===== config.mk =====
export PLATFORM = sky130hd
export DESIGN_NAME = pixel_capture
export DESIGN_NICKNAME = d
export VERILOG_FILES = /design/src/rtl/analogizer_pkg.sv /design/src/rtl/pixel_capture.sv
export SDC_FILE = /design/constraint.sdc
export NUM_CORES = 1
export LEC_CHECK = 0
export ABC_CLOCK_PERIOD_IN_PS = 1900
export BUFFER_PORTS_ARGS = -buffer_cell sky130_fd_sc_hd__buf_2
export CAP_MARGIN = 5
export CORE_MARGIN = 3
export CORE_UTILIZATION = 43
export DETAILED_ROUTE_END_ITERATION = 10
export PLACE_DENSITY = 0.81
export SLEW_MARGIN = 40
export SYNTH_ARGS = -nofsm -noshare
export SYNTH_HDL_FRONTEND = slang
export SYNTH_SLANG_ARGS = --single-unit

===== constraint.sdc =====
create_clock -name i_clk -period 1.9 [get_ports i_clk]
set_input_delay 0.38 -clock i_clk [delete_from_list [all_inputs] [get_ports i_clk]]
set_output_delay 0.38 -clock i_clk [all_outputs]
set_load 0.02 [all_outputs]

===== src/rtl/analogizer_pkg.sv =====
/*
 * Shared types and constants for the Analogizer video adapter
 * Settings word layout, video type codes and data widths
 */
`default_nettype none

package analogizer_pkg;

	// ------------------------------------------------------------
	// Data widths
	// ------------------------------------------------------------
	localparam int CFG_WORD_W    = 32;  // Bridge data word
	localparam int CFG_MEM_DEPTH = 16;  // Words behind the settings base
	localparam int CFG_IDX_W     = 4;   // Low address nibble picks the word
	localparam int COLOR_W       = 8;   // Core colour depth per channel
	localparam int DAC_W         = 6;   // Cartridge DAC bits per channel
	localparam int SC_FX_W       = 3;   // Scanline effect code

	// ------------------------------------------------------------
	// Controller types
	// ------------------------------------------------------------
	// Codes from here upward wire the SNAC port as Conf B
	localparam logic [4:0] CONF_B_TYPE       = 5'd16;
	localparam logic [4:0] CONF_A_EXTRA_TYPE = 5'd20;  // Lone Conf A code above the split

	// Analog output format
	// Codes 5 to 9 were scandoubler modes and now only set the scanline effect
	typedef enum logic [3:0] {
		VT_RGBS     = 4'd0,  // Composite sync on the H pin
		VT_RGSB     = 4'd1,  // Sync on green through the SOG switch
		VT_SD_FIRST = 4'd5,
		VT_SD_LAST  = 4'd9
	} video_type_t;

	// ------------------------------------------------------------
	// Settings word
	// ------------------------------------------------------------
	typedef struct packed {
		logic        busy;          // Set by the adapter while in reset
		logic [14:0] rsvd_hi;
		logic        osd;           // OSD request
		logic        blank_screen;  // Blank the Pocket screen
		video_type_t video_type;
		logic [3:0]  cont_assign;   // Controller to player routing
		logic        rsvd_lo;
		logic [4:0]  cont_type;     // SNAC controller type
	} analogizer_cfg_s;

	// Same 32 bits seen by the bridge as a word and by the decoder as fields
	typedef union packed {
		logic [CFG_WORD_W-1:0] raw;
		analogizer_cfg_s       f;
	} analogizer_cfg_u;

endpackage

`default_nettype wire


===== src/rtl/pixel_capture.sv =====
/*
 * Pixel sampler on the rising edge of the core pixel enable
 * Holds colour, syncs and blanks between pixels
 */
`default_nettype none
`timescale 1ns/10ps

module pixel_capture import analogizer_pkg::*; (
	input  wire                i_clk,
	input  wire                i_rst_apf,
	input  wire                i_ce_pix,
	input  wire  [COLOR_W-1:0] i_r,
	input  wire  [COLOR_W-1:0] i_g,
	input  wire  [COLOR_W-1:0] i_b,
	input  wire                i_hblank,
	input  wire                i_vblank,
	input  wire                i_hs,
	input  wire                i_vs,
	output logic [COLOR_W-1:0] o_r,
	output logic [COLOR_W-1:0] o_g,
	output logic [COLOR_W-1:0] o_b,
	output logic               o_hs,
	output logic               o_vs,
	output logic               o_hbl,
	output logic               o_vbl
);

	logic ce_d;      // Pixel enable one clock ago
	logic pix_edge;

	assign pix_edge = i_ce_pix & ~ce_d;

	// ------------------------------------------------------------
	// Timing signals
	// ------------------------------------------------------------
	always_ff @(posedge i_clk) begin
		if (i_rst_apf) begin
			ce_d  <= 1'b0;
			o_hs  <= 1'b0;
			o_vs  <= 1'b0;
			o_hbl <= 1'b1;  // Start blanked
			o_vbl <= 1'b1;
		end else begin
			ce_d <= i_ce_pix;
			if (pix_edge) begin
				o_hs  <= i_hs;      // Already polarity fixed
				o_vs  <= i_vs;
				o_hbl <= i_hblank;
				o_vbl <= i_vblank;
			end
		end
	end

	// Colour
	always_ff @(posedge i_clk) begin
		if (pix_edge) begin
			o_r <= i_r;
			o_g <= i_g;
			o_b <= i_b;
		end
	end

endmodule

`default_nettype wire


# Yosys cells after proc, flatten, opt, wreduce, memory -nomap -nowiden
# Cells that the tools add are included.
# totals
out_inout_bits	28
elab_cells	10
register_bits	29
# op_classes
n_bitwise	2
# op_table
cell	n
bitwise AND 1 bit	1
NOT 1 bit	1

# Depth between registers and ports, before layout
# logic_depth
ltp_word	2
depth_mapped	3

# Least setup slack after synthesis
# OpenSTA, ideal clock, no wires.
# synth_path
path_kind	input to register
start	input i_ce_pix
end	register o_b[0] (enable)
slack_ns	0.877
cell_stages	2
arrival_time_ns	0.705
cell_sequence	nor2b_4 -> buf_6
# synth_between
elab_chain_cells	1
# synth_rtl
element	line	source
from (decl)	pixel_capture.sv:11	input wire i_ce_pix,
bitwise AND 1 bit	pixel_capture.sv:31	assign pix_edge = i_ce_pix & ~ce_d;
net pix_edge	pixel_capture.sv:29	logic pix_edge;
to (signal assigned)	pixel_capture.sv:59	o_b <= i_b;
to (decl)	pixel_capture.sv:21	output logic [COLOR_W-1:0] o_b,
# The timed path passes the listed nets, and every way through them passes these cells.
# A chain may end at the register's enable or synchronous reset.

# Worst setup path after layout
# layout_path
start	register o_g[5]
end	output o_g[5]
# layout_rtl
element	line	source
from (decl)	pixel_capture.sv:20	output logic [COLOR_W-1:0] o_g,
from (signal assigned)	pixel_capture.sv:58	o_g <= i_g;
# No word-level cell between the ends.

==> metrics.csv <==
metric;value;unit
outcome;finished clean;
start_kind;flip-flop;
finalSetupViolCount;0;
synthTopCellsByArea;edfxtp_1 (77%), dfxtp_1 (11%), nand4bb_1 (2.4%);
critPathArrivalTime;860;ps
fin_tns_setup;0;ps
clk_pin_slew_worst_paths;90;ps
routedWlPerCell;13.0;microns
slew_headroom;0.776;
clock_latency;320;ps
leakage;0.572;nW
fmax;0.805;GHz
clockBufferDepth;2;
power_density;924;mW/mm^2
post_cts_buffers;0;
fin_crit;1240;ps
synth.yosys.seq_area_share;0.881;
syn-num-nets;75;
vias_per_cell;4.43;
cap_violations;0;
cts_tree;built;
path_max_fanout;1;
critPathMaxStageDelay;380;ps
syn_area_per_cell;21.2;sq um
grt_pass1_vias;523;
detail-route-antenna-nets;0;
ios;59;
tightest_slew;335;ps
portBuffers;58;
rows;16;
synth_area;932;sq um
critPathSlowestCell;edfxtp_1;
grt_usage;0.139;
die_x;52.6;microns
dieArea;0.00276;sq mm
drt_first_pass_iters;4;
synth_top_cell_area_share;0.773;
fp.coreArea;0.00200;sq mm
synthCells;44;
crit_buf_inv;1;
final_common_cell;buf_2;
path_cells;buf_2;
hold_class;in -> reg;
slew_viol_final;0;
drive_gt1_frac;0.609;
rsz0062_at_grt;no;
wl_met3;224;microns
grt_max_degree;29;
antenna_found_initial;0;
start_util;0.466;
area_delta_synth_final;39.9;%
highest_layer;met4;
peakVddDrop;0.492;mV
die_y;52.6;microns
mostFrequentLayoutCells;buf_2 (58), edfxtp_1 (24), dfxtp_1 (5), clkbuf_4 (5), nor2_1 (4);
fin_skew;3.20;ps
synth_warnings;0;
gp_congestion;0.638;
cts-buffers-inserted;5;
vias;607;
cts_resized;0;
postSynthRegisterBits;29;
wl_met2;864;microns
path_delay_family;flip-flops;
clock_sinks;29;
wl;1780;microns
clockRootBuffer;clkbuf_4;
nFillCells;163;
hold_viol;0;
grt_first_pass_wirelength;2420;microns
drtIter0Drc;7;
drt-met1-wl;649;microns
n_antenna_cell;0;
cp_data_required_time;1520;ps
fin_crit_sh;0.653;
gr-total-overflow;0;
critical_path_class;reg -> out;
synth_cell_types;10;
synth_top_cell_by_area;edfxtp_1;
postLayoutCellArea;0.00130;sq mm
drcViolationCount;0;
dpl_cell_area;0.00125;sq mm
crit_path_end_kind;output pin;
finalNetCount;140;
h-tree-depth;2;
postCtsHoldBufs;0;
==> sequential cells by signal, summed over array words and instances, names as in the netlist <==
register / cells
o_hs: 1
o_b: 8
o_vbl: 1
o_vs: 1
o_g: 8
o_hbl: 1
ce_d: 1
o_r: 8
==> kinds of logic after synthesis <==
group | Yosys count | share of synthesized area
AOI/OAI and AO/OA | 2 | 0.0107
buffers and inverters | 1 | 0.0121
DFF | 29 | 0.881
muxes | 2 | 0.0215
and+or+nand+nor | 10 | 0.0752
==> synthesized netlist by cell type (all sizes together) <==
cell type / instances
nor2b: 2
nand4bb: 2
mux2i: 2
dfxtp: 5
o21ai: 2
buf: 1
nand2b: 2
nor2: 4
edfxtp: 24
==> worst paths after layout <==
path | startpoint | end | slack, ps | cells after the start
max | o_g[5] | o_g[5] | 660 | 1
min | i_r[4] | o_r[4] | 230 | 1
max reg2reg | ce_d | o_g[4] | 800 | 2
min reg2reg | o_hs | o_hs | 480 | 2
==> per-stage QoR <==
step	hold WS (ps)	util	setup WS, ps	power, mW	instances
after floorplan	452	-	877	0.820	44
after global placement	457	0.626	633	0.882	129
after detailed placement	457	0.626	611	0.886	129
after CTS	211	0.651	635	1.22	137
after global routing	194	0.651	595	1.27	137
final	232	0.651	659	1.21	137
==> layer usage <==
layer,global-route usage,vias to the layer above
li1,-,293
met1,0.147,269
met2,0.202,39
met3,0.0969,6
met4,0.0766,0
met5,0,-
==> where the power goes <==
part           switching, mW  internal, mW  total (mW)
clock network          0.195         0.140       0.335
registers            0.00937         0.728       0.737
logic                 0.0803        0.0526       0.133
==> layout make-up <==
type	instances	area (sq um)	share of cell area
multi-input cells	14	100	0.0768
clock inverters	2	10.0	0.00768
clock buffers	6	41.3	0.0317
flip-flops and latches	29	821	0.630
repair buffers	59	298	0.228
well taps	27	33.8	0.0259
Note: power is estimated with default switching activity, not from simulation.
