==> config.mk <==
export PLATFORM = sky130hd
export DESIGN_NAME = video_mux
export DESIGN_NICKNAME = d
export VERILOG_FILES = /design/src/rtl/analogizer_pkg.sv /design/src/rtl/video_mux.sv
export SDC_FILE = /design/constraint.sdc
export NUM_CORES = 1
export LEC_CHECK = 0
export BUFFER_PORTS_ARGS = -buffer_cell sky130_fd_sc_hd__buf_2
export CAP_MARGIN = 20
export CORE_AREA = 2 2 39 41
export DETAILED_ROUTE_END_ITERATION = 8
export DIE_AREA = 0 0 41 43
export PLACE_DENSITY = 0.61
export RECOVER_POWER = 50
export SLEW_MARGIN = 10
export SYNTH_ARGS = -nofsm -noshare
export SYNTH_HDL_FRONTEND = slang
export SYNTH_SLANG_ARGS = --single-unit
==> constraint.sdc <==
create_clock -name vclk -period 0.83
set_input_delay 0 -clock vclk [all_inputs]
set_output_delay 0 -clock vclk [all_outputs]
set_load 0.1 [all_outputs]
==> src/rtl/analogizer_pkg.sv <==
/*
 * Shared types and constants for the Analogizer video adapter
 * Settings word layout, video type codes and data widths
 */
`default_nettype none

package analogizer_pkg;

	// ------------------------------------------------------------
	// Data widths
	// ------------------------------------------------------------
	localparam int CFG_WORD_W    = 32;  // Bridge data word
	localparam int CFG_MEM_DEPTH = 16;  // Words behind the settings base
	localparam int CFG_IDX_W     = 4;   // Low address nibble picks the word
	localparam int COLOR_W       = 8;   // Core colour depth per channel
	localparam int DAC_W         = 6;   // Cartridge DAC bits per channel
	localparam int SC_FX_W       = 3;   // Scanline effect code

	// ------------------------------------------------------------
	// Controller types
	// ------------------------------------------------------------
	// Codes from here upward wire the SNAC port as Conf B
	localparam logic [4:0] CONF_B_TYPE       = 5'd16;
	localparam logic [4:0] CONF_A_EXTRA_TYPE = 5'd20;  // Lone Conf A code above the split

	// Analog output format
	// Codes 5 to 9 were scandoubler modes and now only set the scanline effect
	typedef enum logic [3:0] {
		VT_RGBS     = 4'd0,  // Composite sync on the H pin
		VT_RGSB     = 4'd1,  // Sync on green through the SOG switch
		VT_SD_FIRST = 4'd5,
		VT_SD_LAST  = 4'd9
	} video_type_t;

	// ------------------------------------------------------------
	// Settings word
	// ------------------------------------------------------------
	typedef struct packed {
		logic        busy;          // Set by the adapter while in reset
		logic [14:0] rsvd_hi;
		logic        osd;           // OSD request
		logic        blank_screen;  // Blank the Pocket screen
		video_type_t video_type;
		logic [3:0]  cont_assign;   // Controller to player routing
		logic        rsvd_lo;
		logic [4:0]  cont_type;     // SNAC controller type
	} analogizer_cfg_s;

	// Same 32 bits seen by the bridge as a word and by the decoder as fields
	typedef union packed {
		logic [CFG_WORD_W-1:0] raw;
		analogizer_cfg_s       f;
	} analogizer_cfg_u;

endpackage

`default_nettype wire

==> src/rtl/video_mux.sv <==
/*
 * Analog output format select for the cartridge DAC
 * Composite sync and data enable forming
 */
`default_nettype none
`timescale 1ns/10ps

module video_mux import analogizer_pkg::*; (
	input  wire video_type_t       i_video_type,
	input  wire  [COLOR_W-1:0]     i_r,
	input  wire  [COLOR_W-1:0]     i_g,
	input  wire  [COLOR_W-1:0]     i_b,
	input  wire                    i_hs,
	input  wire                    i_vs,
	input  wire                    i_hbl,
	input  wire                    i_vbl,
	output logic [DAC_W-1:0]       o_r6,
	output logic [DAC_W-1:0]       o_g6,
	output logic [DAC_W-1:0]       o_b6,
	output logic                   o_hsync_out,
	output logic                   o_vsync_out,
	output logic                   o_blank_n
);

	logic             de;     // Active picture
	logic             csync;  // High outside both pulses
	logic [DAC_W-1:0] r_de;
	logic [DAC_W-1:0] g_de;
	logic [DAC_W-1:0] b_de;

	assign de    = ~(i_hbl | i_vbl);
	assign csync = ~(i_hs ^ i_vs);

	// DAC takes the top bits, black outside the picture
	assign r_de = i_r[COLOR_W-1 -: DAC_W] & {DAC_W{de}};
	assign g_de = i_g[COLOR_W-1 -: DAC_W] & {DAC_W{de}};
	assign b_de = i_b[COLOR_W-1 -: DAC_W] & {DAC_W{de}};

	// ------------------------------------------------------------
	// Format select
	// ------------------------------------------------------------
	always_comb begin
		o_r6        = r_de;
		o_g6        = g_de;
		o_b6        = b_de;
		o_hsync_out = 1'b1;
		o_vsync_out = 1'b1;
		o_blank_n   = de;
		case (i_video_type)
			VT_RGBS: begin
				o_hsync_out = csync;  // Composite sync on the H pin
			end
			VT_RGSB: begin
				o_vsync_out = csync;  // DAC sync pin feeds SOG
			end
			default: begin
				// Encoder and scandoubler types have no path here
				o_r6        = '0;
				o_g6        = '0;
				o_b6        = '0;
				o_hsync_out = i_hs;
			end
		endcase
	end

endmodule

`default_nettype wire

# Word-level counts from Yosys, hierarchy flattened
# Index checks and enable logic that the tools add are counted.
[word_totals] ff_bits=0 latch_bits=0 mem_bits_rw=0 mem_bits_ro=0 in_bits=32 output_inout_bits=21 n_memories=0
[classes] addsub=0 mul=0 div_mod_pow=0 order_cmp=0 eq_ne=1 shifts=0 n_mux=5 n_bitwise=7 n_reduce_logical=2
[ops] op="$and A6 B6 Y6" count=3
[ops] op="$mux W6" count=3
[ops] op="$eq A4 B1 Y1 const B" count=1
[ops] op="$logic_not A4 Y1" count=1
[ops] op="$not A1 Y1" count=2
[ops] op="$pmux W1 S2" count=1
[ops] op="$reduce_or A2 Y1" count=1
[ops] op="$mux W1" count=1
[ops] op="$or A1 B1 Y1" count=1
[ops] op="$xor A1 B1 Y1" count=1

# Logic depth before layout (Yosys ltp)
[depth] word_depth=4 ltp_mapped=4 mapped_depth_nobuf=3

# Worst setup path after synthesis
# No wires, ideal clock.
[synth_path] kind="input -> output" startpoint="in i_hs" endpoint="out o_vsync_out" arrival_time_ns=2.300 t_required_ns=0.830 slack_ns=-1.470 stages=2 path_buffers=0 path_cell_list="and2b_1 o21ai_0"
[synth_between] elab_chain_len=3
[synth_rtl] element="start, declared" line_no="video_mux.sv:13" text="input wire i_hs,"
[synth_rtl] element="$xor A1 B1 Y1" line_no="video_mux.sv:32" text="assign csync = ~(i_hs ^ i_vs);"
[synth_rtl] element="$not A1 Y1" line_no="video_mux.sv:32"
[synth_rtl] element="$mux W1" line_no="video_mux.sv:49" text="case (i_video_type)"
[synth_rtl] element="end, declared" line_no="video_mux.sv:21" text="output logic o_vsync_out,"
# Every way passes these cells.

# Worst setup path after layout
[layout_path] startpoint="in i_video_type[3]" endpoint="out o_r6[1]"
[layout_between] elab_chain_len=3 elab_cells_between_ends=4 classes_between="eq/ne: 1; mux: 1; reduce/logical: 2"
[layout_rtl] element="start, declared" line_no="video_mux.sv:9" text="input wire video_type_t i_video_type,"
[layout_rtl] element="$eq A4 B1 Y1 / $logic_not A4 Y1 (equally long branches)" line_no="video_mux.sv:49"
[layout_rtl] element="$reduce_or A2 Y1 (no source line) (*)"
[layout_rtl] element="$mux W6 (*)" line_no="video_mux.sv:49"
[layout_rtl] element="end, declared" line_no="video_mux.sv:17" text="output logic [DAC_W-1:0] o_r6,"
# Every way passes the cells marked *; elsewhere a longest branch is shown, timed or not.

==> results.md <==
* Sw Share at 54.2%
* RSZ-0062 raised after global routing: true
* Max-cap violations at 0
* Layer with the highest usage: met2
* PD cells at 387 mW/mm²
* First-pass GRT wire length at 1700 µm
* Fin util at 71.6%
* Syn nets at 61
* Post-synthesis sequential area ratio at 0%
* Post-route cell area at 991 µm²
* Yosys warnings at 0
* Final std cells w/o fill at 99
* FFs & Latches at 0
* Netlist cell types at 12
* # DRC at 0
* Final Max Slew Viols at 0
* Die Y-Extent at 43 µm
* Worst Tran Pin Value at 0.280 ns
* P_sw at 208 µW
* Fillers at 95
* Diode count at 0
* Routability cong. at 0.615
* Leakage at 0.440 nW
* Detailed Route Iter0 Violations at 3
* Min-Delay Path Class: in2out
* Row Count at 14
* # IOs at 53
* CP max FO at 5
* Synth top area cells: and3_2 (33%), and3_1 (28%), and2b_1 (7.4%)
* Fmax at 1080 MHz
* Final setup violation count at 20
* CLK BUF at 0
* Sequential cell area at 0 µm²
* Nets at 117
* Worst hold endpoint: o_b6[0]
* Int Power at 175 µW
* Antenna violations before repair at 0
* Period utilisation layout at 111%
* Vias in the first global route at 418
* CP endpoint kind: primary output
* Final hold violations at 0
* Area leader, netlist: and3_2
* Area growth syn-to-layout at 386%
* Top cell type's share of synthesized area at 33.1%
* Remaining Overflow, GRT at 0
* Failing checks: setup timing
* Die Area at 0.00176 mm²
* Layout cells sized above 1 at 97.6%
* WP data arrival at 0.92 ns
* Routed Antenna Nets at 0
* Crit path from: i_video_type[3]
* Cell Area, Synth at 204 µm²
* Via count at 437
* Met2 usage at 24.4%
* Gr usage total at 12.9%
* DIE WIDTH at 41 µm
* Worst hold path cell count at 3
* Max VDD drop at 0.000357 V
* Post-Syn Area per Cell at 7.03 µm²
* CP Class: in2out
* Routed WL at 1150 µm
* Logic pwr share at 100.0%
* Start point of the worst hold path: i_b[2]
* Average wire per cell in the routed design at 11.6 µm
* Pin count of the biggest net entering global routing at 20
* Sequential Power Share at 0%
* Slew HR at 81.5%
* Starting Density at 14.7%
* 1st-pass router iterations at 2
* Post-Syn Instances at 29
* CP Launch Type: primary input
* CORE AREA at 0.00138 mm²
* GRT met3 Usage at 1.05%
* GR Layer Usage met1 at 15.6%
* Cell count after placement at 95
* Outcome: finished, violations left
* CTS Hold Bufs at 0
* Fin crit period at 0.923 ns
* CP required at 0.83 ns
* Proportion of power drawn by the clock network at 0%
* Synth top cells by count: and3_1 (9), and3_2 (9), and2b_1 (2)
* Port Buf Inserts at 47
* Final worst slack at -0.0926 ns
* DP Area at 870 µm²
* Vias/cell at 4.41
## cells in the final DEF, fill, tap and decap left out
cell type,instances
nor4b_2,1
a21oi_4,1
nor3_4,1
buf_2,24
o21ai_4,1
o22a_4,1
buf_8,1
buf_4,5
buf_6,6
nor2_4,1
and2b_1,2
buf_12,21
and3_4,18
## area by class of cell
type | instances | area, µm² | share of cell area [%]
multi-input cells | 26 | 310 | 31.3
repair buffers | 57 | 661 | 66.7
well taps | 16 | 20.0 | 2.02
## cells by family after synthesis
family / synth area share (%)
and+or+nand+nor: 80.4
AOI/OAI and AO/OA: 11.0
buffers and inverters: 8.59
## timing repair
action / in CTS / in global routing
cloned: 1 / 1
setup buffers: 0 / 2
setup endpoints to repair: 20 / 20
gates resized for setup: 13 / 13
pin swaps: 7 / 6
## power groups by stage
stage / Clock, mW / Sequential [mW] / Combinational (mW)
after floorplan: 0 / 0 / 0.189
after global placement: 0 / 0 / 0.338
after detailed placement: 0 / 0 / 0.343
after CTS: 0 / 0 / 0.365
after global routing: 0 / 0 / 0.402
final: 0 / 0 / 0.383
## stage by stage
stage                     power (mW)  setup TNS [ns]  hold WS [ns]  setup WS (ns)
final                          0.383           -1.20         0.396        -0.0926
after global routing           0.402           -2.02         0.404         -0.136
after CTS                      0.365           -1.20         0.398        -0.0917
after detailed placement       0.343           -1.05         0.398         -0.126
after global placement         0.338          -0.768         0.396        -0.0923
after floorplan                0.189          -0.125         0.193        -0.0139
## per-layer routing
layer | share of wire [%] | vias to the layer above
met5 | 0 | -
met1 | 33 | 192
li1 | - | 220
met4 | 0 | 0
met2 | 57 | 25
met3 | 10 | 0
## worst max-delay path by stage
| stage | slack, ns | endpoint | cells after the start |
|---|---|---|---|
| CTS | -0.09 | o_hsync_out | 6 |
| detailed placement | -0.13 | o_vsync_out | 5 |
| global route | -0.14 | o_g6[4] | 6 |
| global placement | -0.09 | o_hsync_out | 6 |
| floorplan | -0.01 | o_b6[0] | 3 |
| finish | -0.09 | o_r6[1] | 6 |
## worst max-delay path, cell delays in order
cell and delay, ns:
buf_8 0.10, nor3_4 0.22, buf_6 0.14, buf_6 0.10, and3_4 0.19, buf_12 0.17
(Power assumes the default switching activity.)
