--- src/rtl/sync_polarity_fix.sv ---
/*
 * Sync polarity detector that turns any sync active high
 */
`default_nettype none
`timescale 1ns/10ps

module sync_polarity_fix #(
	parameter int SYNC_CNT_W = 32
) (
	input  wire  i_clk,
	input  wire  i_rst_apf,
	input  wire  i_sync,
	output logic o_sync
);

	logic                  s1;
	logic                  s2;   // Two stage delayed sync
	logic [SYNC_CNT_W-1:0] cnt;  // Low time minus high time in one period
	logic                  pol;  // 1 when the input is active low

	assign o_sync = i_sync ^ pol;

	always_ff @(posedge i_clk) begin
		if (i_rst_apf) begin
			s1  <= 1'b0;
			s2  <= 1'b0;
			cnt <= '0;
			pol <= 1'b0;
		end else begin
			s1 <= i_sync;
			s2 <= s1;
			if (s1 && !s2) begin
				// Period done, longer high than low gives a negative count
				cnt <= '0;
				pol <= cnt[SYNC_CNT_W-1];
			end else if (s2) begin
				cnt <= cnt - 1'b1;
			end else begin
				cnt <= cnt + 1'b1;
			end
		end
	end

endmodule

`default_nettype wire

--- config.mk ---
export PLATFORM = sky130hd
export DESIGN_NAME = sync_polarity_fix
export DESIGN_NICKNAME = d
export VERILOG_FILES = /design/src/rtl/sync_polarity_fix.sv
export SDC_FILE = /design/constraint.sdc
export NUM_CORES = 1
export LEC_CHECK = 0
export BUFFER_PORTS_ARGS = -buffer_cell sky130_fd_sc_hd__clkbuf_2
export CAP_MARGIN = 15
export CORE_ASPECT_RATIO = 1.4
export CORE_MARGIN = 5
export CORE_UTILIZATION = 59
export CTS_BUF_LIST = sky130_fd_sc_hd__clkbuf_2 sky130_fd_sc_hd__clkbuf_4 sky130_fd_sc_hd__clkbuf_8
export DETAILED_ROUTE_END_ITERATION = 8
export PLACE_DENSITY = 0.82
export SYNTH_ARGS = -nofsm -noshare
export SYNTH_HDL_FRONTEND = slang
export SYNTH_SLANG_ARGS = --single-unit
--- constraint.sdc ---
create_clock -name i_clk -period 8.91 [get_ports i_clk]
set_input_delay 1.782 -clock i_clk [delete_from_list [all_inputs] [get_ports i_clk]]
set_output_delay 1.782 -clock i_clk [all_outputs]
set_load 0.01 [all_outputs]
# ---- Word-level counts from Yosys, hierarchy flattened
# Index checks and enable logic that the tools add are counted.
dict set report word_totals {
  inputBits 3
  register_bits 35
}
dict set report classes {
  n_reduce_logical 3
  bitwise_logic 1
  muxes 1
  add_sub_neg 2
}
# operator n
set op_table {}
lappend op_table {{32-bit by 1-bit adder with 32-bit output (second input constant)} 1}
lappend op_table {{32-bit two-way mux} 1}
lappend op_table {{32-bit by 1-bit subtractor with 32-bit output (second input constant)} 1}
lappend op_table {{2-bit OR reduction} 1}
lappend op_table {{1-bit logical AND} 1}
lappend op_table {{1-bit logical NOT} 1}
lappend op_table {{1-bit bitwise XOR} 1}

# ---- Logic depth before layout (Yosys ltp)
dict set report depth {
  word_depth 3
  ltp_mapped 9
  mapped_depth_nobuf 8
}

# ---- Least setup slack after synthesis
# OpenSTA, ideal clock, no wires.
dict set report synth_path {
  path_type {input -> output}
  from {in i_sync}
  to {out o_sync}
  stages 1
  t_required_ns 7.128
  setup_slack_ns 5.129
  t_arrival_ns 1.999
  path_cell_list {xor2_1}
}
dict set report synth_via {
  elab_chain_cells 1
}
# element line_no
set synth_rtl {}
lappend synth_rtl {{start: declaration} 12} ;# input wire i_sync,
lappend synth_rtl {{1-bit bitwise XOR} 21} ;# assign o_sync = i_sync ^ pol;
lappend synth_rtl {{end: declaration} 13} ;# output logic o_sync
# Every way passes these cells.

# ---- Worst setup path in the final report
# Ends and elaborated chain as after synthesis.

==> run summary <==
Netlist area before placement = 0.00267 sq mm
Part of the power in the clock network = 42.2%
Clk root buf = sky130_fd_sc_hd__clkbuf_8
Top Family by Delay on Critical Path = buffers and inverters
P_int = 0.309 mW
Startpoint Class = input pin
Worst Hold Path Cells = 1
Leftover overflow at the end of global routing = 0
Instance count after placement with tap cells included = 382
Routed wire per std cell = 14.4 um
Setup slack at placement = 4.95 ns
Core region area = 0.00446 sq mm
Critical path start-end classification = in -> out
Starting density of the core = 59.9%
Cell depth of the worst flop-to-flop path = 9
Worst-case clock buffer depth = 2
Gate count of the mapped netlist = 328
Count of TritonRoute iterations in the first routing pass = 4
Number of enable-type register cells in the synthesized netlist = 0
Pwr Density = 146 mW/mm^2
Fraction of post-synthesis cell area in the top cell type by area = 26.2%
Tmin final = 3.96 ns
Critical path cell sequence = clkbuf_2 -> xor2_1 -> clkbuf_2
Post-Route Skew = 0.00636 ns
Max Clk Rate = 253 MHz
Initial antenna violation count = 0
Total net switching power = 0.110 mW
Highest cell delay on the worst timing path = 0.15 ns
Largest cells by area after synthesis = sky130_fd_sc_hd__dfxtp_1, sky130_fd_sc_hd__ha_1, sky130_fd_sc_hd__a21oi_1
Net count, final = 361
Number of max-cap violations = 0
Worst Setup End Kind = output port
Chip Height = 89.6 um
Skew-Pair Late Insertion Delay = 0.29 ns
Global-route wire length before repair = 9780 um
Remaining antenna violation count after routing = 0
Final weighted congestion in routability-driven placement = 0.862
Number of flip-flops and latches in the synthesized netlist = 35
H-tree depth = 2
Synth cell types = 49
Met3 WL = 161 um
Share of layout cells above drive strength 1 = 8.54%
VDD IR-drop max = 0.121 mV
Die footprint = 0.00599 sq mm
Worst hold path type = reg -> reg
Hold Vio Cnt, Final = 0
Highest-delay cell along the critical path = sky130_fd_sc_hd__xor2_1
Sequential area share after synthesis = 26.2%
CTS sink count = 35
Via count of the first global-routing pass = 2330
Count of port buffers added during placement = 3
Hold-fix buffers at CTS = 0
Combinational share of power = 17.1%
Post-route DRC violation count = 0
Detailed Route WL = 5610 um
Post-CTS setup buffer count = 0
DRT iter0 DRCs = 118
Final worst path period share = 44.4%
Net count after synthesis = 362
Setup tns final = 0 ns
Max-slew violation total from the final report = 0
Part of the power in registers = 40.7%
Share of synthesized flip-flops with an asynchronous set or reset = 0%
Highest fanout seen on the critical path = 2
Slew Limit Headroom = 55.4%
Share of total power consumed by net switching = 26.3%
Yosys top cell by area = sky130_fd_sc_hd__dfxtp_1
Uppermost layer routed = met4
Number of fillers in the final layout = 389
Io pins = 4
Count of standard-cell rows = 29
Total leakage power = 1.25 nW
Ant. Diodes = 0
Final standard cell count with taps included and fillers excluded = 390
TritonCTS clock tree = built
Post-detailed-route via-to-cell ratio = 6.02
Die width = 66.9 um
Most used cell along the critical path = sky130_fd_sc_hd__clkbuf_2
Measured slew at the worst slew-check pin = 0.668 ns
Detailed-route wire length on metal 1 = 2370 um
Setup repair after global routing missed its margin = no
Largest net degree at the start of global routing = 34
Total number of vias = 2347
CTS clock-pin slew for the worst setup and hold paths = 0.08 ns
Count of cell instances traversed by the critical path = 3
Final setup viols = 0
Most frequently used flop master after synthesis = sky130_fd_sc_hd__dfxtp_1
Worst EP arrival = 2.18 ns
Met2 Routed Length = 2920 um
Setup WS post-layout = 4.95 ns
Status = completed
Post-CTS Resized = 0
Critical path data required time = 7.13 ns
Synthesis-to-finish area growth = 6.93%
Synth warnings = 0
Detailed-placement wirelength estimate = 4000 um
Synthesized area divided by synthesized cell count = 8.15 sq um
Total buffers and inverters traversed by the critical path = 2
Overall routing resource usage = 20.8%
Number of buffers created by CTS = 5
-- state kept, by name, indices dropped and copies added (netlist names) --
register / count
pol: 1
s2: 1
s1: 1
cnt: 32
-- power by group through the flow --
| stage | logic [mW] | registers (mW) | clock network (mW) |
|---|---|---|---|
| after floorplan | 0.0572 | 0.174 | 0 |
| after global placement | 0.0682 | 0.173 | 0 |
| after detailed placement | 0.0709 | 0.174 | 0 |
| after CTS | 0.0714 | 0.170 | 0.180 |
| after global routing | 0.0807 | 0.171 | 0.186 |
| final | 0.0718 | 0.170 | 0.176 |
-- layout make-up --
type	instances	area, sq um	area share [%]
Clock buffer	6	76.3	2.67
Clock inverter	2	60.1	2.10
Inverter	9	33.8	1.18
Multi-Input combinational cell	272	1890	66.0
Sequential cell	35	701	24.5
Tap cell	62	77.6	2.71
Timing Repair Buffer	4	22.5	0.788
-- per-layer routing --
layer | vias to the layer above | GRT usage, %
li1 | 1193 | -
met1 | 1099 | 23.0
met2 | 41 | 37.5
met3 | 14 | 3.74
met4 | 0 | 10.9
met5 | - | 0
-- Yosys cell counts, types with 2 or more instances --
cell	n
sky130_fd_sc_hd__o21bai_1	4
sky130_fd_sc_hd__a211oi_1	2
sky130_fd_sc_hd__nor3_2	2
sky130_fd_sc_hd__o22ai_1	2
sky130_fd_sc_hd__nand3_1	9
sky130_fd_sc_hd__nand2_1	29
sky130_fd_sc_hd__a21oi_1	34
sky130_fd_sc_hd__nand4_1	10
sky130_fd_sc_hd__and3_1	4
sky130_fd_sc_hd__nor2b_1	3
sky130_fd_sc_hd__a21oi_2	3
sky130_fd_sc_hd__o21ai_1	7
sky130_fd_sc_hd__clkbuf_1	6
sky130_fd_sc_hd__nor2_1	35
sky130_fd_sc_hd__o21a_1	7
sky130_fd_sc_hd__nor3b_1	2
sky130_fd_sc_hd__dfxtp_1	35
sky130_fd_sc_hd__o21ai_0	9
sky130_fd_sc_hd__a21o_1	16
sky130_fd_sc_hd__a211oi_2	3
sky130_fd_sc_hd__ha_1	30
sky130_fd_sc_hd__a31oi_1	2
sky130_fd_sc_hd__nor3_1	7
sky130_fd_sc_hd__a211o_1	2
sky130_fd_sc_hd__o211ai_1	2
sky130_fd_sc_hd__mux2i_1	3
sky130_fd_sc_hd__inv_1	9
sky130_fd_sc_hd__buf_2	4
sky130_fd_sc_hd__and4_1	4
sky130_fd_sc_hd__a311oi_1	2
sky130_fd_sc_hd__and2_1	3
sky130_fd_sc_hd__xor2_1	11
sky130_fd_sc_hd__xnor2_1	11
-- cell usage in the layout, fill, tap and decap left out, types with 3 or more instances in the layout --
cell	n
sky130_fd_sc_hd__nor2_1	35
sky130_fd_sc_hd__a21oi_2	3
sky130_fd_sc_hd__ha_1	30
sky130_fd_sc_hd__a21oi_1	34
sky130_fd_sc_hd__clkbuf_2	3
sky130_fd_sc_hd__o21a_1	7
sky130_fd_sc_hd__clkbuf_8	5
sky130_fd_sc_hd__a21o_1	16
sky130_fd_sc_hd__nand2_1	29
sky130_fd_sc_hd__o21ai_0	9
sky130_fd_sc_hd__and2_1	3
sky130_fd_sc_hd__nand3_1	9
sky130_fd_sc_hd__xnor2_1	11
sky130_fd_sc_hd__dfxtp_1	35
sky130_fd_sc_hd__mux2i_1	3
sky130_fd_sc_hd__and4_1	4
sky130_fd_sc_hd__xor2_1	11
sky130_fd_sc_hd__o21bai_1	4
sky130_fd_sc_hd__and3_1	4
sky130_fd_sc_hd__nor3_1	7
sky130_fd_sc_hd__a211oi_2	3
sky130_fd_sc_hd__nor2b_1	3
sky130_fd_sc_hd__nand4_1	10
sky130_fd_sc_hd__o21ai_1	7
sky130_fd_sc_hd__inv_1	9
-- logic make-up after synthesis --
| logic type | synth area share, % |
|---|---|
| xor+xnor | 7.21 |
| flops | 26.2 |
| buf+inv | 3.18 |
| simple gates | 21.1 |
| mux | 1.12 |
| compound gates | 26.4 |
| fa+ha+maj | 14.8 |
-- worst reg2reg max path, delay by kind of cell, from the launching register on --
family                   cells  cell delay [ns]
AND/OR/NAND/NOR              3             0.44
buffers and inverters        1             0.37
AO/OA/AOI/OAI                4             1.19
adder cells (fa/ha/maj)      1             0.37
flip-flops                   1             0.31
-- worst paths after layout --
| kind | startpoint | end | slack (ns) |
|---|---|---|---|
| max | i_sync | o_sync | 4.95 |
| min | s1 | s2 | 0.46 |
| min reg2reg | s1 | s2 | 0.46 |
| max reg2reg | s2 | cnt[20] | 6.10 |
-- per-stage QoR --
step	hold slack [ns]	utilization [%]	cell area, sq um	power (mW)
floorplan	0.430	-	2670	0.231
global placement	0.440	61.0	2720	0.242
detailed placement	0.446	61.0	2720	0.245
CTS	0.463	64.0	2860	0.421
global route	0.483	64.0	2860	0.438
finish	0.462	64.0	2860	0.419
No activity file was read; power rests on OpenSTA's default activity.
