File: src/rtl/analogizer_pkg.sv
/*
 * Shared types and constants for the Analogizer video adapter
 * Settings word layout, video type codes and data widths
 */
`default_nettype none

package analogizer_pkg;

	// ------------------------------------------------------------
	// Data widths
	// ------------------------------------------------------------
	localparam int CFG_WORD_W    = 32;  // Bridge data word
	localparam int CFG_MEM_DEPTH = 16;  // Words behind the settings base
	localparam int CFG_IDX_W     = 4;   // Low address nibble picks the word
	localparam int COLOR_W       = 8;   // Core colour depth per channel
	localparam int DAC_W         = 6;   // Cartridge DAC bits per channel
	localparam int SC_FX_W       = 3;   // Scanline effect code

	// ------------------------------------------------------------
	// Controller types
	// ------------------------------------------------------------
	// Codes from here upward wire the SNAC port as Conf B
	localparam logic [4:0] CONF_B_TYPE       = 5'd16;
	localparam logic [4:0] CONF_A_EXTRA_TYPE = 5'd20;  // Lone Conf A code above the split

	// Analog output format
	// Codes 5 to 9 were scandoubler modes and now only set the scanline effect
	typedef enum logic [3:0] {
		VT_RGBS     = 4'd0,  // Composite sync on the H pin
		VT_RGSB     = 4'd1,  // Sync on green through the SOG switch
		VT_SD_FIRST = 4'd5,
		VT_SD_LAST  = 4'd9
	} video_type_t;

	// ------------------------------------------------------------
	// Settings word
	// ------------------------------------------------------------
	typedef struct packed {
		logic        busy;          // Set by the adapter while in reset
		logic [14:0] rsvd_hi;
		logic        osd;           // OSD request
		logic        blank_screen;  // Blank the Pocket screen
		video_type_t video_type;
		logic [3:0]  cont_assign;   // Controller to player routing
		logic        rsvd_lo;
		logic [4:0]  cont_type;     // SNAC controller type
	} analogizer_cfg_s;

	// Same 32 bits seen by the bridge as a word and by the decoder as fields
	typedef union packed {
		logic [CFG_WORD_W-1:0] raw;
		analogizer_cfg_s       f;
	} analogizer_cfg_u;

endpackage

`default_nettype wire

File: src/rtl/config_bridge.sv
/*
 * Bridge slave for the adapter settings
 * Settings word at offset 0, word store above it, byte order swap
 */
`default_nettype none
`timescale 1ns/10ps

module config_bridge import analogizer_pkg::*; #(
	parameter logic [7:0] ADDRESS_CONFIG = 8'hF7
) (
	input  wire                   i_clk,
	input  wire                   i_rst_apf,
	input  wire                   i_bridge_endian_little,
	input  wire  [CFG_WORD_W-1:0] i_bridge_addr,
	input  wire                   i_bridge_rd,
	input  wire                   i_bridge_wr,
	input  wire  [CFG_WORD_W-1:0] i_bridge_wr_data,
	output logic [CFG_WORD_W-1:0] o_bridge_rd_data,
	output analogizer_cfg_u       o_cfg
);

	// Big-endian hosts see every word byte reversed in both directions
	function automatic logic [CFG_WORD_W-1:0] host_order(
		input logic [CFG_WORD_W-1:0] w,
		input logic                  little
	);
		return little ? w : {<<8{w}};
	endfunction

	logic                  sel;      // Upper address byte hits this block
	logic                  wr_hit;
	logic                  rd_hit;
	logic [CFG_IDX_W-1:0]  idx;
	logic [CFG_WORD_W-1:0] wr_word;  // Write data in adapter byte order
	logic [CFG_WORD_W-1:0] rd_word;
	analogizer_cfg_u       cfg_q;    // Settings as written
	logic [CFG_WORD_W-1:0] cfg_d;    // One stage toward the decoder
	logic [CFG_WORD_W-1:0] cfg_mem [CFG_MEM_DEPTH];

	assign sel     = (i_bridge_addr[CFG_WORD_W-1 -: 8] == ADDRESS_CONFIG);
	assign wr_hit  = i_bridge_wr & sel;
	assign rd_hit  = i_bridge_rd & sel;
	assign idx     = i_bridge_addr[CFG_IDX_W-1:0];
	assign wr_word = host_order(i_bridge_wr_data, i_bridge_endian_little);
	assign rd_word = (idx == '0) ? cfg_q.raw : cfg_mem[idx];

	// ------------------------------------------------------------
	// Write side
	// ------------------------------------------------------------
	always_ff @(posedge i_clk) begin
		if (i_rst_apf) begin
			cfg_q.raw <= '0;
		end else if (wr_hit && idx == '0) begin
			cfg_q.raw <= wr_word;
		end
	end

	// Store words 1 to 15, entry 0 shadows the settings register
	always_ff @(posedge i_clk) begin
		if (wr_hit && idx != '0) begin
			cfg_mem[idx] <= wr_word;
		end
	end

	// ------------------------------------------------------------
	// Read side
	// ------------------------------------------------------------
	always_ff @(posedge i_clk) begin
		if (rd_hit) begin
			o_bridge_rd_data <= host_order(rd_word, i_bridge_endian_little);  // Held until next read
		end
	end

	// Output stage keeps the settings two edges behind the write
	always_ff @(posedge i_clk) begin
		cfg_d <= {i_rst_apf, cfg_q.raw[CFG_WORD_W-2:0]};  // Top bit remembers last reset cycle
	end

	// Busy covers reset itself and the first cycle after it
	always_comb begin
		o_cfg.raw                 = cfg_d;
		o_cfg.raw[CFG_WORD_W-1]   = cfg_d[CFG_WORD_W-1] | i_rst_apf;
	end

endmodule

`default_nettype wire

File: config.mk
export PLATFORM = sky130hd
export DESIGN_NAME = config_bridge
export DESIGN_NICKNAME = d
export VERILOG_FILES = /design/src/rtl/analogizer_pkg.sv /design/src/rtl/config_bridge.sv
export SDC_FILE = /design/constraint.sdc
export NUM_CORES = 1
export LEC_CHECK = 0
export CAP_MARGIN = 5
export CORE_MARGIN = 2
export CORE_UTILIZATION = 63
export DETAILED_ROUTE_END_ITERATION = 8
export DONT_BUFFER_PORTS = 1
export PLACE_DENSITY_LB_ADDON = 0.05
export SYNTH_ARGS = -nofsm -noshare
export SYNTH_HDL_FRONTEND = slang
export SYNTH_SLANG_ARGS = --single-unit
File: constraint.sdc
create_clock -name i_clk -period 7.5 [get_ports i_clk]
set_clock_uncertainty 0.1 [all_clocks]
set_input_delay 1.5 -clock i_clk [delete_from_list [all_inputs] [get_ports i_clk]]
set_output_delay 1.5 -clock i_clk [all_outputs]
set_load 0.01 [all_outputs]
# [After elaboration in Yosys (flattened, before gate mapping)]
# Memory sizes are Yosys's and may differ from the RTL's.
# Cells that the tools add are included.
[op_classes] mux=5 bitwise=3 add_sub_neg=0 n_eq_ne=1 n_lt_le_gt_ge=0 mul=0 shifts=0 reduce_logical=4 n_div=0
[ops] op="$mux 32" count=3
[ops] op="$eq 8x8->1 const B" count=1
[ops] op="$logic_not 4->1" count=1
[ops] op="$reduce_bool 4->1" count=1
[ops] op="$and 1x1->1" count=2
[ops] op="$logic_and 1x1->1" count=2
[ops] op="$mux 1" count=2
[ops] op="$or 1x1->1" count=1
[totals] register_bits=96 out_inout_bits=64 input_bits=69 latch_bits=0 elab_cells=17 mem_bits_ro=0 ram_bits=512 n_memories=1
[memory_table] memory="cfg_mem" words=16 word_bits=32 rd=1 rd_ports_with_merged_regs=0 wr=1 line="config_bridge.sv:38" source="logic [CFG_WORD_W-1:0] cfg_mem [CFG_MEM_DEPTH];"

# [Depth between registers and ports, before layout]
[depth] depth_word=5 mapped_depth=9 ltp_nobuf=5

# [Least setup slack after synthesis]
# Ideal clock, no wire load.
[synth_timing] kind="input -> register" startpoint="input i_bridge_addr[2]" endpoint="memory cfg_mem[12][0], enable pin" path_slack_ns=1.579 arrival_ns=5.320 path_stages=5 setup_time_ns=0.501 required_time_ns=6.899 n_path_buf=3 cell_sequence="buf_4 buf_4 clkbuf_1 nand2_1 nor4_1"
[synth_via] elab_chain_cells=4
[synth_rtl] item="start: declaration" line="config_bridge.sv:14" source="input wire [CFG_WORD_W-1:0] i_bridge_addr,"
[synth_rtl] item="$reduce_bool 4->1" line="config_bridge.sv:60" source="if (wr_hit && idx != '0) begin"
[synth_rtl] item="$logic_and 1x1->1" line="config_bridge.sv:60"
[synth_rtl] item="$mux 1" line="config_bridge.sv:60"
[synth_rtl] item="$mux 1 (implied by the code)" line="config_bridge.sv:61" source="cfg_mem[idx] <= wr_word;"
[synth_rtl] item="end: declaration" line="config_bridge.sv:38"
# Several ways; a longest one is shown, not always the timed one.

# [Final worst setup path]
[layout_timing] startpoint="input i_bridge_addr[27]" endpoint="memory cfg_mem[13][22], enable pin"
[layout_via] elab_chain_cells=5
[layout_rtl] item="$eq 8x8->1" line="config_bridge.sv:40" source="assign sel = (i_bridge_addr[CFG_WORD_W-1 -: 8] == ADDRESS_CONFIG);"
[layout_rtl] item="$and 1x1->1" line="config_bridge.sv:41" source="assign wr_hit = i_bridge_wr & sel;"
[layout_rtl] item="$logic_and 1x1->1" line="config_bridge.sv:60"
[layout_rtl] item="$mux 1" line="config_bridge.sv:60"
[layout_rtl] item="$mux 1 (implied by the code)" line="config_bridge.sv:61"
# No other way between the ends.

==> results.sh <==
export IMPL_max_cap_violations=0
export IMPL_p_leak_nw=8.26
export IMPL_muxShareOfSynthArea_pct=11.9
export IMPL_numClockSinks=576
export IMPL_fmax_ghz=0.255
export IMPL_synth_warnings=0
export IMPL_path_max_fanout=24
export IMPL_syn_area_mm2=0.0228
export IMPL_syn_area_per_cell_um2=16.6
export IMPL_fin_tns_setup_ns=0
export IMPL_clockRootBuffer="clkbuf_16"
export IMPL_numPortBuffers=0
export IMPL_area_growth_pct=8.18
export IMPL_end_kind="register"
export IMPL_violations="DRC"
export IMPL_cts_setup_buffers=0
export IMPL_vdd_drop_max_v=0.000199
export IMPL_start_util_pct=64.1
export IMPL_tightestPinTransition_ns=1.30
export IMPL_drt_pass1_iter_count=7
export IMPL_layout_drive_gt1_share_pct=19.2
export IMPL_cp_arrival_ns=4.09
export IMPL_finalCritPeriodShare_pct=52.2
export IMPL_power_mw=6.37
export IMPL_cts_buffers=56
export IMPL_place_gp_congestion=0.739
export IMPL_final_cell_mix="512 x edfxtp_1, 124 x mux2i_1, 96 x nor2_1, 64 x dfxtp_1, 63 x mux2_2"
export IMPL_crit_type="in2reg"
export IMPL_r2r_start="cfg_mem[14][28]"
export IMPL_antenna_cells=0
export IMPL_ant_nets=0
export IMPL_final_hold_violation_count=0
export IMPL_critical_path_depth=6
export IMPL_setup_violations=0
export IMPL_drv_slew=0
export IMPL_maxSlewHeadroom_pct=13.0
export IMPL_startpoint="i_bridge_addr[27]"
export IMPL_dp_hpwl_um=26700
export IMPL_synth_xor_area_share_pct=0
export IMPL_grt_setup_unrepaired="false"
export IMPL_drt_iter0_drc=1218
export IMPL_wl_um=51700
export IMPL_core_mm2=0.0357
export IMPL_synth_area_top_cells="edfxtp_1 67%, dfxtp_1 5.6%, mux2i_1 5.4%, mux4_2 3.4%, mux2_2 3.1%"
export IMPL_route_detailed_drc=9
export IMPL_grt_pass1_wl_um=77000
export IMPL_vias=12118
export IMPL_io_pins=133
export IMPL_critPathRequiredTime_ns=7.67
export IMPL_syn_num_nets=1446
export IMPL_ys_types=43
export IMPL_ff2ff_path_depth=5
export IMPL_cts_tree="built"
export IMPL_hp_start="cfg_q[28]"
export IMPL_htreeDepth=2
export IMPL_grt_pass1_vias=12118
export IMPL_post_cts_resized=0
export IMPL_clock_path_buffers=3
export IMPL_rows=69
export IMPL_cp_num_buf_inv=2
export IMPL_status="complete, but fails checks"
export IMPL_startpoint_type="input pin"
export IMPL_fp_dieH_um=194
export IMPL_netlist_area_leader_share_pct=67.3
export IMPL_cp_slowest_stage_delay_ns=0.83
export IMPL_die_w_um=194
export IMPL_grt_max_degree=176
export IMPL_synth_area_leader_cell="edfxtp_1"
export IMPL_final_nets=1407
export IMPL_routedWlPerCell_um=28.1
export IMPL_synthAdderAreaFrac_pct=0
export IMPL_dieArea_mm2=0.0378
export IMPL_yosysSeqAreaShare_pct=72.9
export IMPL_hold_path_depth=0
export IMPL_p_per_area_mw_per_mm2=258
export IMPL_antenna_found_initial=2
export IMPL_cpMaxStageDelayCell="nor2_4"
export IMPL_synth_simple_area_share_pct=5.22
export IMPL_synth_cells=1377
export IMPL_grt_overflow_total=0
export IMPL_synth_compound_area_share_pct=6.82
export IMPL_post_route_min_period_ns=3.92
export IMPL_path_common_cell="buf_4"
export IMPL_clk_latency_ns=0.60
export IMPL_viasPerCell=6.58
export IMPL_grtUsageTotal_pct=27.9
export IMPL_cts_hold_buffers=0
export IMPL_hold_path_class="reg2reg"
export IMPL_clk_pin_slew_worst_paths_ns=0.06
export IMPL_path_cells="and4b_1 > nand3_2 > buf_4 > or3_1 > nor2_4 > buf_4"
export IMPL_ys_ff_latch=576
export IMPL_final_common_cell="edfxtp_1"
export IMPL_synth_top_family_by_area="multiplexers"
export IMPL_crit_family="simple AND/OR/NAND/NOR gates"
## registers in the layout (all words and copies together) (netlist names)
register and flops:
cfg_mem 480, cfg_q 32, o_bridge_rd_data 32, cfg_d 32
## routing by layer
| metal | up-vias | part of all wire, % | GRT usage [%] |
|---|---|---|---|
| li1 | 5316 | - | - |
| met1 | 6206 | 41 | 39.0 |
| met2 | 496 | 49 | 45.6 |
| met3 | 98 | 7.3 | 4.63 |
| met4 | 2 | 2.6 | 9.03 |
| met5 | - | 0.025 | 0 |
## worst reg2reg max path, stage by stage, from the launching register on
cell and delay (ns):
edfxtp_1 0.35, mux4_2 0.47, nand2_1 0.07, o21ai_0 0.10, nor4_1 0.57, o32ai_1 0.22
## cells by family (layout without fill, tap and decap cells)
logic type,after synthesis,after routing
buffers and inverters,125,130
DFF,576,576
muxes,221,221
and+or+nand+nor,230,230
AOI/OAI and AO/OA,225,225
## worst paths after layout
path | to | slack, ns
max | cfg_mem[13][22] | 3.58
min | cfg_d[28] | 0.28
max reg2reg | o_bridge_rd_data[28] | 5.32
min reg2reg | cfg_d[28] | 0.28
## synth_stat cells, drive strengths merged
master / instances
a211oi: 31
nor4: 31
mux4: 34
nand2: 36
nor2b: 1
nor3: 1
o22ai: 30
o311a: 32
or3: 1
edfxtp: 512
nand2b: 4
nor3b: 2
a21oi: 30
o21ai: 64
nand3b: 2
and4: 1
and3: 1
nor4bb: 1
mux2i: 124
and2: 1
nand3: 4
or2: 34
buf: 84
a211o: 2
and4b: 1
inv: 2
mux2: 63
a2111oi: 4
clkbuf: 39
o32ai: 32
dfxtp: 64
nor2: 109
## layout make-up
cell class,instances,area (µm²)
clock inverter,12,78.8
clock buffer,90,1600
tap,461,577
fill,2343,10900
sequential,576,16700
inverter,2,7.51
timing repair buffer,26,195
multi-input combinational,676,5600
## power by group
group | leakage [nW] | internal, mW | switching [mW]
clock network | 0.817 | 1.48 | 1.12
logic | 2.31 | 0.0982 | 0.156
registers | 5.13 | 3.51 | 0.000315
total | 8.26 | 5.10 | 1.27
## per-stage QoR
stage | area [µm²] | cells | worst slack (ns) | hold slack, ns | utilization, %
floorplan | 22800 | 1377 | 1.58 | 0.256 | -
global placement | 23000 | 1741 | 3.01 | 0.268 | 64.6
detailed placement | 23000 | 1741 | 2.94 | 0.268 | 64.6
CTS | 24700 | 1843 | 3.55 | 0.276 | 69.3
global route | 24700 | 1843 | 3.49 | 0.287 | 69.3
finish | 24700 | 1843 | 3.58 | 0.276 | 69.3
Note: power is estimated with default switching activity, not from simulation.
